--- config.mk ---
export PLATFORM = sky130hd
export DESIGN_NAME = decodeExecute
export DESIGN_NICKNAME = d
export VERILOG_FILES = /design/src/hdl/cpuPkg.sv /design/src/hdl/decodeUnit.sv /design/src/hdl/regFile.sv /design/src/hdl/hazardUnit.sv /design/src/hdl/idExLatch.sv /design/src/hdl/executeUnit.sv /design/src/hdl/decodeExecute.sv
export SDC_FILE = /design/constraint.sdc
export NUM_CORES = 1
export LEC_CHECK = 0
export BUFFER_PORTS_ARGS = -buffer_cell sky130_fd_sc_hd__buf_4
export CAP_MARGIN = 20
export CORE_ASPECT_RATIO = 0.5
export CORE_MARGIN = 2
export CORE_UTILIZATION = 58
export CTS_BUF_LIST = sky130_fd_sc_hd__clkbuf_8
export DETAILED_ROUTE_END_ITERATION = 8
export PLACE_DENSITY = 0.75
export SYNTH_ARGS = -nofsm -noshare
export SYNTH_HDL_FRONTEND = slang
export SYNTH_SLANG_ARGS = --single-unit
--- constraint.sdc ---
create_clock -name clk -period 4.5 [get_ports clk]
set_input_delay 0.675 -clock clk [delete_from_list [all_inputs] [get_ports clk]]
set_output_delay 0.675 -clock clk [all_outputs]
set_load 0.05 [all_outputs]
--- src/hdl/cpuPkg.sv ---
package cpuPkg;

  // ####################
  // instruction word views.
  typedef struct packed {
    logic [4:0] opcode;
    logic [2:0] rs;
    logic [2:0] rt;
    logic [2:0] rd;
    logic [1:0] func;
  } rForm_t;

  typedef struct packed {
    logic [4:0] opcode;
    logic [2:0] rs;
    logic [2:0] rd;
    logic [4:0] imm5;
  } iForm_t;

  typedef union packed {
    rForm_t rForm;
    iForm_t iForm;
  } instrWord_t;

  // ####################
  localparam logic [4:0] opNop   = 5'b00001;
  localparam logic [4:0] opAddi  = 5'b01000;
  localparam logic [4:0] opSubi  = 5'b01001;
  localparam logic [4:0] opXori  = 5'b01010;
  localparam logic [4:0] opAndni = 5'b01011;
  localparam logic [4:0] opSlbi  = 5'b10010;
  localparam logic [4:0] opLbi   = 5'b11000;
  localparam logic [4:0] opAlu   = 5'b11011; // the R-form group, where func picks the operation.

  localparam logic [1:0] funcAdd  = 2'b00;
  localparam logic [1:0] funcSub  = 2'b01;
  localparam logic [1:0] funcXor  = 2'b10;
  localparam logic [1:0] funcAndn = 2'b11;

  localparam logic [15:0] nopWord = 16'h0800;

  // ####################
  typedef logic [1:0] aluOp_t;
  localparam aluOp_t aluAdd  = 2'd0;
  localparam aluOp_t aluXor  = 2'd1;
  localparam aluOp_t aluAndn = 2'd2; // the inversion itself comes from invB.
  localparam aluOp_t aluPass = 2'd3;

  // second ALU operand.
  localparam logic [2:0] seRt   = 3'd0;
  localparam logic [2:0] seS5   = 3'd1;
  localparam logic [2:0] seZ5   = 3'd2;
  localparam logic [2:0] seS8   = 3'd3;
  localparam logic [2:0] seSlbi = 3'd4;

  localparam logic [1:0] regDstRd  = 2'd0;
  localparam logic [1:0] regDstIRd = 2'd1;
  localparam logic [1:0] regDstRs  = 2'd2;

endpackage

--- src/hdl/decodeUnit.sv ---
`timescale 1ns/1ps

module decodeUnit (
  input  logic [15:0]         instr,
  output logic [2:0]          rsNum,
  output logic [2:0]          rtNum,
  output logic [2:0]          rdNum,
  output logic                regWrite,
  output cpuPkg::aluOp_t      aluOp,
  output logic [2:0]          seSel,
  output logic                invA,
  output logic                invB,
  output logic                cin,
  output logic                readingRs,
  output logic                readingRt,
  output logic [15:0]         sExt5,
  output logic [15:0]         zExt5,
  output logic [15:0]         sExt8,
  output logic [15:0]         zExt8
);

  cpuPkg::instrWord_t word;
  logic [1:0] regDst;

  assign word  = instr;
  assign rsNum = word.rForm.rs;
  assign rtNum = word.rForm.rt;

  assign sExt5 = {{11{word.iForm.imm5[4]}}, word.iForm.imm5};
  assign zExt5 = {11'b0, word.iForm.imm5};
  assign sExt8 = {{8{instr[7]}}, instr[7:0]}; // imm8 is the low byte.
  assign zExt8 = {8'b0, instr[7:0]};

  always_comb begin
    regDst    = cpuPkg::regDstIRd;
    regWrite  = 1'b1;
    aluOp     = cpuPkg::aluAdd;
    seSel     = cpuPkg::seS5;
    invA      = 1'b0;
    invB      = 1'b0;
    cin       = 1'b0;
    readingRs = 1'b1;
    readingRt = 1'b0;
    case (word.rForm.opcode)
      cpuPkg::opAddi: begin
      end
      cpuPkg::opSubi: begin
        invA = 1'b1; // imm - rs.
        cin  = 1'b1;
      end
      cpuPkg::opXori: begin
        aluOp = cpuPkg::aluXor;
        seSel = cpuPkg::seZ5;
      end
      cpuPkg::opAndni: begin
        aluOp = cpuPkg::aluAndn;
        seSel = cpuPkg::seZ5;
        invB  = 1'b1;
      end
      cpuPkg::opLbi: begin
        regDst    = cpuPkg::regDstRs;
        aluOp     = cpuPkg::aluPass;
        seSel     = cpuPkg::seS8;
        readingRs = 1'b0;
      end
      cpuPkg::opSlbi: begin
        regDst = cpuPkg::regDstRs;
        aluOp  = cpuPkg::aluPass;
        seSel  = cpuPkg::seSlbi;
      end
      cpuPkg::opAlu: begin
        regDst    = cpuPkg::regDstRd;
        seSel     = cpuPkg::seRt;
        readingRt = 1'b1;
        case (word.rForm.func)
          cpuPkg::funcSub: begin
            invA = 1'b1; // rt - rs.
            cin  = 1'b1;
          end
          cpuPkg::funcXor:  aluOp = cpuPkg::aluXor;
          cpuPkg::funcAndn: begin
            aluOp = cpuPkg::aluAndn;
            invB  = 1'b1;
          end
          default: aluOp = cpuPkg::aluAdd;
        endcase
      end
      default: begin
        // NOP, and anything outside the subset, writes nothing.
        regWrite  = 1'b0;
        readingRs = 1'b0;
      end
    endcase
  end

  // the destination is resolved here, so only three bits travel on.
  always_comb begin
    case (regDst)
      cpuPkg::regDstRd: rdNum = word.rForm.rd;
      cpuPkg::regDstRs: rdNum = word.iForm.rs;
      default:          rdNum = word.iForm.rd;
    endcase
  end

endmodule

--- src/hdl/regFile.sv ---
`timescale 1ns/1ps

module regFile (
  input  logic        clk,
  input  logic        rstN,
  input  logic [2:0]  rdAddrA,
  input  logic [2:0]  rdAddrB,
  output logic [15:0] rdDataA,
  output logic [15:0] rdDataB,
  input  logic        wrEn,
  input  logic [2:0]  wrAddr,
  input  logic [15:0] wrData
);

  logic [15:0] regs [8];

  // a write shows on the read ports only after the edge.
  always_ff @(posedge clk) begin
    if (!rstN) begin
      regs <= '{default: 16'h0000};
    end else if (wrEn) begin
      regs[wrAddr] <= wrData;
    end
  end

  assign rdDataA = regs[rdAddrA];
  assign rdDataB = regs[rdAddrB];

endmodule

--- src/hdl/hazardUnit.sv ---
`timescale 1ns/1ps

module hazardUnit (
  input  logic [2:0] rsNum,
  input  logic [2:0] rtNum,
  input  logic       readingRs,
  input  logic       readingRt,
  input  logic       instrValid,
  input  logic       pendValid,
  input  logic       pendRegWrite,
  input  logic [2:0] pendDst,
  output logic       stall
);

  logic pending;
  logic rsHit;
  logic rtHit;

  // still stalls in the cycle the pending result is accepted.
  assign pending = pendValid && pendRegWrite;
  assign rsHit   = readingRs && (rsNum == pendDst);
  assign rtHit   = readingRt && (rtNum == pendDst);
  assign stall   = instrValid && pending && (rsHit || rtHit);

endmodule

--- src/hdl/idExLatch.sv ---
`timescale 1ns/1ps

module idExLatch (
  input  logic           clk,
  input  logic           rstN,
  input  logic           instrValid,
  input  logic           stall,
  input  logic           resultReady,
  output logic           instrReady,
  input  logic [15:0]    instr,
  input  logic [15:0]    aIn,
  input  logic [15:0]    bIn,
  input  logic [2:0]     destIn,
  input  logic           regWrite,
  input  cpuPkg::aluOp_t aluOp,
  input  logic [2:0]     seSel,
  input  logic           invA,
  input  logic           invB,
  input  logic           cin,
  input  logic [15:0]    sExt5,
  input  logic [15:0]    zExt5,
  input  logic [15:0]    sExt8,
  input  logic [15:0]    zExt8,
  output logic [15:0]    aOut,
  output logic [15:0]    bOut,
  output logic [2:0]     destOut,
  output logic           regWriteOut,
  output cpuPkg::aluOp_t aluOpOut,
  output logic [2:0]     seSelOut,
  output logic           invAOut,
  output logic           invBOut,
  output logic           cinOut,
  output logic [15:0]    sExt5Out,
  output logic [15:0]    zExt5Out,
  output logic [15:0]    sExt8Out,
  output logic [15:0]    zExt8Out,
  output logic [15:0]    instrOut,
  output logic           validOut
);

  logic en;
  logic live; // low through reset so that instrReady stays down.
  logic take;

  assign en         = !validOut || resultReady; // empty, or emptied this edge.
  assign instrReady = en && !stall && live;
  assign take       = instrReady && instrValid;

  // ####################
  // control state takes a bubble on a stall or an idle input.
  always_ff @(posedge clk) begin
    if (!rstN) begin
      live        <= 1'b0;
      instrOut    <= cpuPkg::nopWord;
      regWriteOut <= 1'b0;
      validOut    <= 1'b0;
      destOut     <= 3'd0;
      aluOpOut    <= cpuPkg::aluAdd;
      seSelOut    <= cpuPkg::seRt;
      invAOut     <= 1'b0;
      invBOut     <= 1'b0;
      cinOut      <= 1'b0;
    end else begin
      live <= 1'b1;
      if (en) begin
        instrOut    <= take ? instr : cpuPkg::nopWord;
        regWriteOut <= take && regWrite;
        validOut    <= take && regWrite; // a NOP never reaches the result port.
        destOut     <= destIn;
        aluOpOut    <= aluOp;
        seSelOut    <= seSel;
        invAOut     <= invA;
        invBOut     <= invB;
        cinOut      <= cin;
      end
    end
  end

  // ####################
  always_ff @(posedge clk) begin
    if (en) begin
      aOut     <= aIn;
      bOut     <= bIn;
      sExt5Out <= sExt5;
      zExt5Out <= zExt5;
      sExt8Out <= sExt8;
      zExt8Out <= zExt8;
    end
  end

endmodule

--- src/hdl/executeUnit.sv ---
`timescale 1ns/1ps

module executeUnit (
  input  logic [15:0]    aIn,
  input  logic [15:0]    bIn,
  input  cpuPkg::aluOp_t aluOp,
  input  logic [2:0]     seSel,
  input  logic           invA,
  input  logic           invB,
  input  logic           cin,
  input  logic [15:0]    sExt5,
  input  logic [15:0]    zExt5,
  input  logic [15:0]    sExt8,
  input  logic [15:0]    zExt8,
  output logic [15:0]    result
);

  logic [15:0] srcB;
  logic [15:0] opA;
  logic [15:0] opB;

  always_comb begin
    case (seSel)
      cpuPkg::seS5:   srcB = sExt5;
      cpuPkg::seZ5:   srcB = zExt5;
      cpuPkg::seS8:   srcB = sExt8;
      cpuPkg::seSlbi: srcB = {aIn[7:0], 8'h00} | zExt8; // rs << 8, then the byte.
      default:        srcB = bIn;
    endcase
  end

  assign opA = invA ? ~aIn : aIn;
  assign opB = invB ? ~srcB : srcB;

  // with invA and cin set the sum is opB minus rs.
  always_comb begin
    case (aluOp)
      cpuPkg::aluAdd:  result = opA + opB + {15'b0, cin};
      cpuPkg::aluXor:  result = opA ^ opB;
      cpuPkg::aluAndn: result = opA & opB;
      default:         result = opB;
    endcase
  end

endmodule

--- src/hdl/decodeExecute.sv ---
`timescale 1ns/1ps

module decodeExecute (
  input  logic        clk,
  input  logic        rstN,
  input  logic [15:0] instr,
  input  logic        instrValid,
  output logic        instrReady,
  output logic        resultValid,
  input  logic        resultReady,
  output logic [2:0]  resultReg,
  output logic [15:0] resultData
);

  logic [2:0]     rsNum, rtNum, rdNum;
  logic           regWrite, invA, invB, cin, readingRs, readingRt;
  cpuPkg::aluOp_t aluOp;
  logic [2:0]     seSel;
  logic [15:0]    sExt5, zExt5, sExt8, zExt8;
  logic [15:0]    rdDataA, rdDataB;
  logic           stall;

  // execute side of the latch.
  logic [15:0]    exA, exB, exS5, exZ5, exS8, exZ8;
  logic           exRegWrite, exInvA, exInvB, exCin;
  cpuPkg::aluOp_t exAluOp;
  logic [2:0]     exSeSel;

  decodeUnit uDecode (
    .instr(instr), .rsNum(rsNum), .rtNum(rtNum), .rdNum(rdNum),
    .regWrite(regWrite), .aluOp(aluOp), .seSel(seSel),
    .invA(invA), .invB(invB), .cin(cin),
    .readingRs(readingRs), .readingRt(readingRt),
    .sExt5(sExt5), .zExt5(zExt5), .sExt8(sExt8), .zExt8(zExt8)
  );

  regFile uRegs (
    .clk(clk), .rstN(rstN),
    .rdAddrA(rsNum), .rdAddrB(rtNum), .rdDataA(rdDataA), .rdDataB(rdDataB),
    .wrEn(resultValid && resultReady), .wrAddr(resultReg), .wrData(resultData)
  );

  hazardUnit uHazard (
    .rsNum(rsNum), .rtNum(rtNum), .readingRs(readingRs), .readingRt(readingRt),
    .instrValid(instrValid), .pendValid(resultValid), .pendRegWrite(exRegWrite),
    .pendDst(resultReg), .stall(stall)
  );

  idExLatch uLatch (
    .clk(clk), .rstN(rstN), .instrValid(instrValid), .stall(stall),
    .resultReady(resultReady), .instrReady(instrReady), .instr(instr),
    .aIn(rdDataA), .bIn(rdDataB), .destIn(rdNum), .regWrite(regWrite),
    .aluOp(aluOp), .seSel(seSel), .invA(invA), .invB(invB), .cin(cin),
    .sExt5(sExt5), .zExt5(zExt5), .sExt8(sExt8), .zExt8(zExt8),
    .aOut(exA), .bOut(exB), .destOut(resultReg), .regWriteOut(exRegWrite),
    .aluOpOut(exAluOp), .seSelOut(exSeSel), .invAOut(exInvA), .invBOut(exInvB),
    .cinOut(exCin), .sExt5Out(exS5), .zExt5Out(exZ5), .sExt8Out(exS8),
    .zExt8Out(exZ8), .instrOut(), .validOut(resultValid)
  );

  executeUnit uExecute (
    .aIn(exA), .bIn(exB), .aluOp(exAluOp), .seSel(exSeSel),
    .invA(exInvA), .invB(exInvB), .cin(exCin),
    .sExt5(exS5), .zExt5(exZ5), .sExt8(exS8), .zExt8(exZ8),
    .result(resultData)
  );

endmodule

* Yosys cells after proc, flatten, opt, wreduce, memory -nomap -nowiden *
Cells that the tools add are included.
W data, S select, Z words.

storage, ports and cells
  bits of input ports = 20
  register bits after elaboration = 198
  output and inout bits = 21
  word-level logic and storage cells = 100

cells by class
  magnitude comparators = 4
  reductions and logical operators = 20
  $add $sub $neg = 2
  equality and inequality tests = 19
  multiplexer cells = 26
  bitwise gates (word level) = 8

operators by type and width
  kind                  count
  $bwmux W128           1
  $mux W16              7
  $bmux W16 S3          2
  $pmux W16 S4          1
  $demux W16 S3         1
  $pmux W16 S3          1
  $not A16 Y16          2
  $eq A5 B4 Y1 const B  4
  $add A16 B1 Y16       1
  $add A16 B16 Y16      1
  $and A16 B16 Y16      1
  $or A16 B8 Y16        1
  $xor A16 B16 Y16      1
  $eq A5 B5 Y1 const B  3
  $ge A4 B4 Y1 const B  3
  $not A3 Y4            3
  $pmux W3 S4           1
  $logic_and A1 B1 Y1   10
  $eq A2 B2 Y1 const B  4
  $pmux W2 S2           2
  $pmux W2 S4           1
  $reduce_or A7 Y1      1
  $eq A3 B2 Y1 const B  2
  $eq A3 B3 Y1          2
  other kinds (12)      23

* Depth between registers and ports, before layout *
Gate-level depths: netlist of the first run.

  word-level depth = 11
  depth in mapped cells = 18
  mapped depth without buffers = 16

* Hierarchy *
Synthesis of the first run repeated with hierarchy kept, for this count alone.

second synthesis, totals
  cell total of the unflattened synthesis = 1373
  area total of the unflattened synthesis = 14507.7 um^2

by module, submodules not included
  module         area each (um^2)  cells each  times used
  regFile        7160.6            705         1
  idExLatch      3901.2            191         1
  executeUnit    2489.9            344         1
  decodeUnit     874.6             122         1
  hazardUnit     75.1              10          1
  decodeExecute  6.3               1           1

* Least setup slack after synthesis of the first run *
Ideal clock, no wire load.

  path type = register to output
  from = register uLatch.invBOut
  to = output resultData[14]
  required time = 3.825 ns
  data arrival time = 4.213 ns
  path slack = -0.388 ns
  stages on the path, launching flop included = 16
  path through = dfxtp_1 -> clkbuf_1 -> buf_1 -> buf_2 -> xnor2_1 -> ha_1 -> nor2b_1 -> o21a_1 -> o21a_1 -> o21ai_0 -> a21oi_1 -> o211a_1 -> o41a_1 -> a21oi_1 -> o22ai_1 -> nor2b_1

between the ends
  longest elaborated chain between the ends = 4
  elaborated cells on any way between the ends = 6
  those cells by class = add/sub (2); mux (2); bitwise (2)

RTL lines
  item                      RTL line             source
  start: declaration        idExLatch.sv:31      output logic invBOut,
  start signal: assignment  idExLatch.sv:73      invBOut <= invB;
  $mux W16 *                executeUnit.sv:33    assign opB = invB ? ~srcB : srcB;
  $add A16 B16 Y16          executeUnit.sv:38    cpuPkg::aluAdd: result = opA + opB + {15'b0, cin};
  $add A16 B1 Y16           executeUnit.sv:38
  $pmux W16 S3 *            executeUnit.sv:37    case (aluOp)
  end: declaration          decodeExecute.sv:12  output logic [15:0] resultData

Every way passes the cells marked *; elsewhere a longest branch is shown, timed or not.

* Worst setup path in the final report of the first run *
  from = register uLatch.seSelOut[2]
  to = output resultData[12]

between the ends
  longest elaborated chain between the ends = 7
  elaborated cells on any way between the ends = 12
  those cells by class = add/sub (2); eq/ne (4); mux (3); bitwise (3)

RTL lines
  item                                  RTL line           source
  start: declaration                    idExLatch.sv:29    output logic [2:0] seSelOut,
  start signal: assignment              idExLatch.sv:59    seSelOut <= cpuPkg::seRt;
  start signal: assignment              idExLatch.sv:71    seSelOut <= seSel;
  $eq A3 B3 Y1 (tied with other cells)  executeUnit.sv:23  case (seSel)
  $pmux W16 S4 *                        executeUnit.sv:23
  $not A16 Y16                          executeUnit.sv:33
  $mux W16 *                            executeUnit.sv:33
  $add A16 B16 Y16                      executeUnit.sv:38
  $add A16 B1 Y16                       executeUnit.sv:38
  $pmux W16 S3 *                        executeUnit.sv:37

Marks and branches as above.

==> impl_metrics.toml, run 1 <==
[worst_setup_path]
slowest_delay_ps = 370
crit_cells = 18
required_ps = 3830
path_cells = "buf_4 > nor3_2 > nor2_2 > mux2i_1 > xnor2_1 > ha_1 > nor2b_1 > o21a_1 > o21a_1 > o21ai_2 > a21oi_2 > o211a_1 > o41a_1 > buf_4 > buf_6 > o311ai_4 > inv_1 > buf_6"
cp_num_buf_inv = 5
r2r_slack_ps = 680
reg2reg_depth = 18
critPathLaunch = "uLatch.seSelOut[2]"
worstSetupPathType = "flop to output port"
critPathTopFamily = "compound AO/OA/AOI/OAI gates"
r2r-start = "uLatch.seSelOut[2]"
start_kind = "flop"
cp_slowest_cell = "dfxtp_4"
rr_endpoint = "uRegs.regs[124]"
arrival_ps = 4070
endpoint = "resultData[12]"
cp_max_fo = 4
end_kind = "output port"

[global_route]
grt_antenna_before_repair = 1
track_usage = 0.3238
overflow = 0
grt_pass1_wl_mm = 48.88
grt_pass1_vias = 8798
grt_max_degree = 125

[finish]
nNetsFinal = 1214
syn_to_final_growth_pct = 12.54
num_antenna_cells = 0
drive_gt1_frac = 0.2359

[drt]
wl_met1_mm = 13.36
vias = 9316
post_drt_wl_per_cell_um = 21.90
viasPerCell = 6.510
drt_first_iter_violations = 1100
routed.top_layer = "met4"
wl_mm = 31.34
wl_met3_mm = 3.217
drc = 0
wl_met2_mm = 14.22
first_pass_iters = 7
ant_nets = 0

[logic_synthesis]
synth_edf_count = 40
synth_top_family_by_area = "multiplexers"
syn_inst = 1144
synth_adder_area_share = 0.01922
ys_warn_count = 0
ys_types = 77
synth_nets = 1180
yosys.area_share.simple = 0.1736
synth_mux_area_frac = 0.1789
ys_seq_area_frac = 0.3705
synthFlopType = "dfxtp_1"
async_reset_ff_frac = 0
synth_compound_area_frac = 0.1780
synth_xor_xnor_area_share = 0.04064
ys_ff_latch = 180
synth_area_sq_um = 10810
syn_area_per_cell_sq_um = 9.445

[floorplanning]
design.core.area_sq_um = 18310
dieArea_sq_um = 19800
die_h_um = 100.5
dieWidth_um = 197.0
boundaryPins = 41
rows = 35
initial_core_util = 0.5903

[placed_design]
place_congestion = 0.8819
io_buffers = 40
dp_hpwl_mm = 20.65

[sta]
clock_skew_ps = 23.33
fmax_mhz = 210.8
finalWorstPathRequiredPeriod_ps = 4743
slew_viol_final = 0
tns_ps = -579.3
setup_slack_ps = -243.2
setup_violations = 4
fin_crit_sh = 1.054
rsz0062_at_grt = "true"
worst_pin_slew_ps = 1129
hold_viol = 0
max_slew_margin = 0.2476

[clock_network]
clockBufferDepth = 2
cts_root_buffer = "clkbuf_8"
cts-buffers-inserted = 17
cts_tree = "built"
clk_latency_ps = 480
path_clk_slew_ps = 110
cts_sinks = 180
h-tree-depth = 4

[pwr]
vdd_drop_max_v = 0.0002373
total_power_uw = 3423
p_leak_uw = 0.004649
p_per_area_nw_per_um2 = 281.5

[job]
maxCapViolCount = 0

[min_path]
hp-class = "input port to flop"

[status]
violations = "setup timing"
status = "finished with violations"
[cell type report]
| cell class | instances | area [sq um] |
|---|---|---|
| Multi-Input combinational cell | 858 | 6581 |
| Fill cell | 1462 | 6145 |
| Sequential cell | 180 | 4013 |
| Timing Repair Buffer | 100 | 808.3 |
| Tap cell | 240 | 300.3 |
| Clock buffer | 18 | 247.7 |
| Clock inverter | 14 | 127.6 |
| Inverter | 21 | 82.58 |
[layer usage]
metal  GRT usage  vias to the layer above
li1            -                     4238
met1      0.4584                     4566
met2      0.5029                      461
met3     0.07093                       51
met4     0.09774                        0
met5           0                        -
[power by group]
group | leakage, uW | internal, uW | switching (uW)
sequential | 0.00161 | 1660 | 19.0
clock | 0.000195 | 424 | 648
combinational | 0.00285 | 251 | 422
total | 0.00465 | 2330 | 1090
[worst register-to-register path, stage by stage, from the launching register on]
cell and delay, ps:
dfxtp_4 370, buf_4 140, nor3_2 190, nor2_2 90
mux2i_1 210, xnor2_1 130, ha_1 380, nor2b_1 150
o21a_1 170, o21a_1 180, o21ai_2 140, a21oi_2 80
o211a_1 260, o41a_1 360, buf_4 160, buf_6 120
o311ai_4 220, buf_4 220, a21oi_1 90
[worst min path at each step]
stage	from	end	slack [ps]	cells after the start
after detailed placement	uRegs.regs[11]	uRegs.regs[11]	460	2
after CTS	instr[2]	uLatch.sExt5Out[2]	370	1
after floorplan	uRegs.regs[27]	uRegs.regs[27]	440	2
final	instr[2]	uLatch.sExt5Out[2]	380	1
after global placement	uRegs.regs[125]	uRegs.regs[125]	450	2
after global routing	instr[3]	uLatch.sExt5Out[3]	360	1
[kinds of logic (layout without fill, tap and decap cells)]
logic type / count (synthesis) / count (layout)
compound gates: 282 / 282
xor+xnor: 47 / 47
fa+ha+maj: 16 / 16
mux: 109 / 109
simple gates: 404 / 404
flops: 180 / 180
buf+inv: 106 / 153
[cell usage in the layout (no fill, tap or decap), types with 10 or more instances in the layout]
cell	netlist	final
inv_1	19	18
nand2_1	198	198
mux2_2	33	33
dfxtp_1	140	137
buf_6	2	10
xor2_1	27	27
o21ai_0	84	81
a21oi_1	39	35
a21boi_1	17	16
mux4_2	64	64
nand3_1	52	51
clkbuf_8	0	18
edfxtp_1	40	40
xnor2_1	18	18
nor3_1	17	12
and2_1	12	12
nor2_1	60	58
mux2i_1	12	12
buf_4	2	88
ha_1	15	14
a21boi_0	56	56
o211a_1	11	11
[what timing repair did]
item | 4_1_cts | 5_1_grt
gates resized for setup | 28 | 24
setup buffers | 7 | 7
hold buffers | 0 | 0
endpoints found under the setup margin | 10 | 12
pin swaps | 15 | 13
[synth_stat cells, types with 15 or more instances]
library cell	n	share of area
ha_1	15	0.017
nor2_1	60	0.021
xnor2_1	18	0.015
xor2_1	27	0.022
clkbuf_1	66	0.023
o21ai_0	84	0.039
dfxtp_1	140	0.26
nand2_1	198	0.069
mux2_2	33	0.034
a21boi_0	56	0.039
inv_1	19	0.0066
edfxtp_1	40	0.11
nand3_1	52	0.024
a21oi_1	39	0.018
a21boi_1	17	0.012
mux4_2	64	0.13
nor3_1	17	0.0079
[stage by stage]
step	hold WS (ps)	cells	setup WS [ps]	area (sq um)	util
floorplan	441.6	1144	25.85	10820	-
global placement	448.4	1385	-13.78	11450	0.6256
detailed placement	458.7	1385	-85.22	11450	0.6256
CTS	368.0	1424	-270.9	12000	0.6553
global route	358.8	1431	-438.7	12160	0.6643
finish	381.5	1431	-243.2	12160	0.6643
[registers in the layout, summed over array words and instances, names as in the netlist]
signal,flops
uLatch.aluOpOut,2
uLatch.seSelOut,3
uLatch.destOut,3
uLatch.bOut,16
uLatch.invAOut,1
uLatch.live,1
uLatch.regWriteOut,1
uRegs.regs,128
uLatch.zExt8Out,4
uLatch.aOut,16
uLatch.sExt5Out,4
uLatch.invBOut,1
Power figures use the tool's default switching activity.
==> run 2, diff against run 1 <==
--- a/config.mk
+++ b/config.mk
@@ -12,7 +12,7 @@
 export CORE_UTILIZATION = 58
 export CTS_BUF_LIST = sky130_fd_sc_hd__clkbuf_8
 export DETAILED_ROUTE_END_ITERATION = 8
-export PLACE_DENSITY = 0.75
+export PLACE_DENSITY = 0.78
 export SYNTH_ARGS = -nofsm -noshare
 export SYNTH_HDL_FRONTEND = slang
 export SYNTH_SLANG_ARGS = --single-unit
==> impl_metrics.toml, run 2 (same netlist as run 1, synthesis figures left out) <==
[clock_network]
ctsHoldBuffers = 0
clockBufferDepth = 2
cts_root_buffer = "clkbuf_8"
path_clk_slew_ps = 100
clk_latency_ps = 470
h-tree-depth = 4
cts_tree = "built"
cts-buffers-inserted = 17
cts_sinks = 180

[sta]
max_slew_margin = 0.2179
rsz0062_at_grt = "true"
setup_violations = 2
clock_skew_ps = 20.51
tns_ps = -380.0
slew_viol_final = 0
setup_slack_ps = -198.7
hold_viol = 0
fin_crit_sh = 1.044
whs_ps = 385.5
finalWorstPathRequiredPeriod_ps = 4699
worst_pin_slew_ps = 1172
fmax_mhz = 212.8

[drt]
first_pass_iters = 5
wl_mm = 32.18
viasPerCell = 6.517
post_drt_wl_per_cell_um = 22.24
drt_first_iter_violations = 1035
ant_nets = 0
drc = 0
vias = 9430

[worst_setup_path]
required_ps = 3830
cp_max_fo = 4
rr_endpoint = "uRegs.regs[10]"
r2r-start = "uLatch.seSelOut[1]"
arrival_ps = 4020
start_kind = "flop"
end_kind = "output port"
r2r_slack_ps = 730
worstSetupPathType = "flop to output port"
reg2reg_depth = 19

[pwr]
vdd_drop_max_v = 0.0001926
p_per_area_nw_per_um2 = 283.4
p_leak_uw = 0.004800

[status]
violations = "setup timing"
status = "finished with violations"

[min_path]
whs_path_depth = 1
hold-path-endpoint = "uLatch.zExt8Out[4]"
hp-class = "input port to flop"
hold_start = "instr[4]"

[global_route]
grt_antenna_before_repair = 0
grt_pass1_wl_mm = 48.07
track_usage = 0.3219
grt_pass1_vias = 8850
grt_max_degree = 102
overflow = 0

[finish]
final_common_cell = "nand2_1"
top_register = "uRegs.regs"
drive_gt1_frac = 0.2585
largest_reg_flops = 128
num_antenna_cells = 0
syn_to_final_growth_pct = 15.95
nNetsFinal = 1230
mostFrequentLayoutCells = "nand2_1 (198), dfxtp_1 (137), buf_4 (99), o21ai_0 (78), mux4_2 (64)"
post-route-util = 0.6844
top_regs = "uRegs.regs: 128 flops, uLatch.aOut: 16 flops, uLatch.bOut: 16 flops"

[placed_design]
preCtsSetupSlack_ps = -4.988
io_buffers = 40
dp_hpwl_mm = 19.76
place_congestion = 0.9206

[floorplanning]
initial_core_util = 0.5903
dieArea_sq_um = 19800
dieWidth_um = 197.0
die_h_um = 100.5
boundaryPins = 41
rows = 35
design.core.area_sq_um = 18310

[job]
maxCapViolCount = 0
run 2: changes by cell type in the layout (fill, tap and decap cells not counted), moves of 3 or more:
cell,previous run,this run
buf_4,88,99
nor2_1,58,52
nor2_2,2,8
inv_8,5,0
o21ai_2,2,6
bufinv_16,0,3
o21ai_0,81,78
run 2: cell type report:
class | count | area [sq um]
clock buffer | 17 | 234.0
clock inverter | 15 | 180.2
fill | 1325 | 5777
inverter | 21 | 82.58
multi-input combinational | 858 | 6706
sequential | 180 | 4013
tap | 240 | 300.3
timing repair buffer | 116 | 1012
run 2: stage by stage:
stage          area (sq um)  std cells  power, uW
6_report              12530       1447       3551
2_1_floorplan         10820       1144       2116
3_5_place_dp          11400       1378       2319
5_1_grt               12530       1447       3649
3_3_place_gp          11400       1378       2311
4_1_cts               12090       1422       3483
run 2: repair_timing:
action,in CTS,in global routing
setup endpoints to repair,8,12
buffers inserted,11,22
resized for setup,35,43
cloned,1,2
pin swaps,21,30
run 2: worst max path at each step:
stage                  startpoint        endpoint
2_1_floorplan      uLatch.invBOut  resultData[12]
3_3_place_gp   uLatch.seSelOut[0]  resultData[14]
3_5_place_dp   uLatch.seSelOut[0]  resultData[14]
4_1_cts        uLatch.seSelOut[1]  resultData[14]
5_1_grt        uLatch.seSelOut[1]  resultData[14]
6_report       uLatch.seSelOut[1]  resultData[14]
run 2: where the power goes:
part	switching, uW	total [uW]	internal (uW)
logic	436	716	280
registers	19.3	1680	1660
clock network	602	1160	555
run 2: critical path, cell delays in order (launching register included):
cell	delay [ps]
dfxtp_2	360
or3_4	420
a21boi_4	200
o21a_1	190
nor2_2	50
mux2i_1	190
fa_2	240
nor2b_1	50
o21a_1	170
o21a_1	170
o21ai_2	170
a21oi_2	90
o211a_1	240
o41a_1	350
a21oi_2	120
o22ai_1	90
buf_4	180
nor2b_4	140
buf_8	150
run 2: layer usage:
layer  vias up  share of wire  GRT usage
li1       4254              -          -
met1      4519           0.40     0.4422
met2       566           0.45     0.5159
met3        91           0.11    0.06256
met4         0          0.031     0.1134
met5         -              0          0
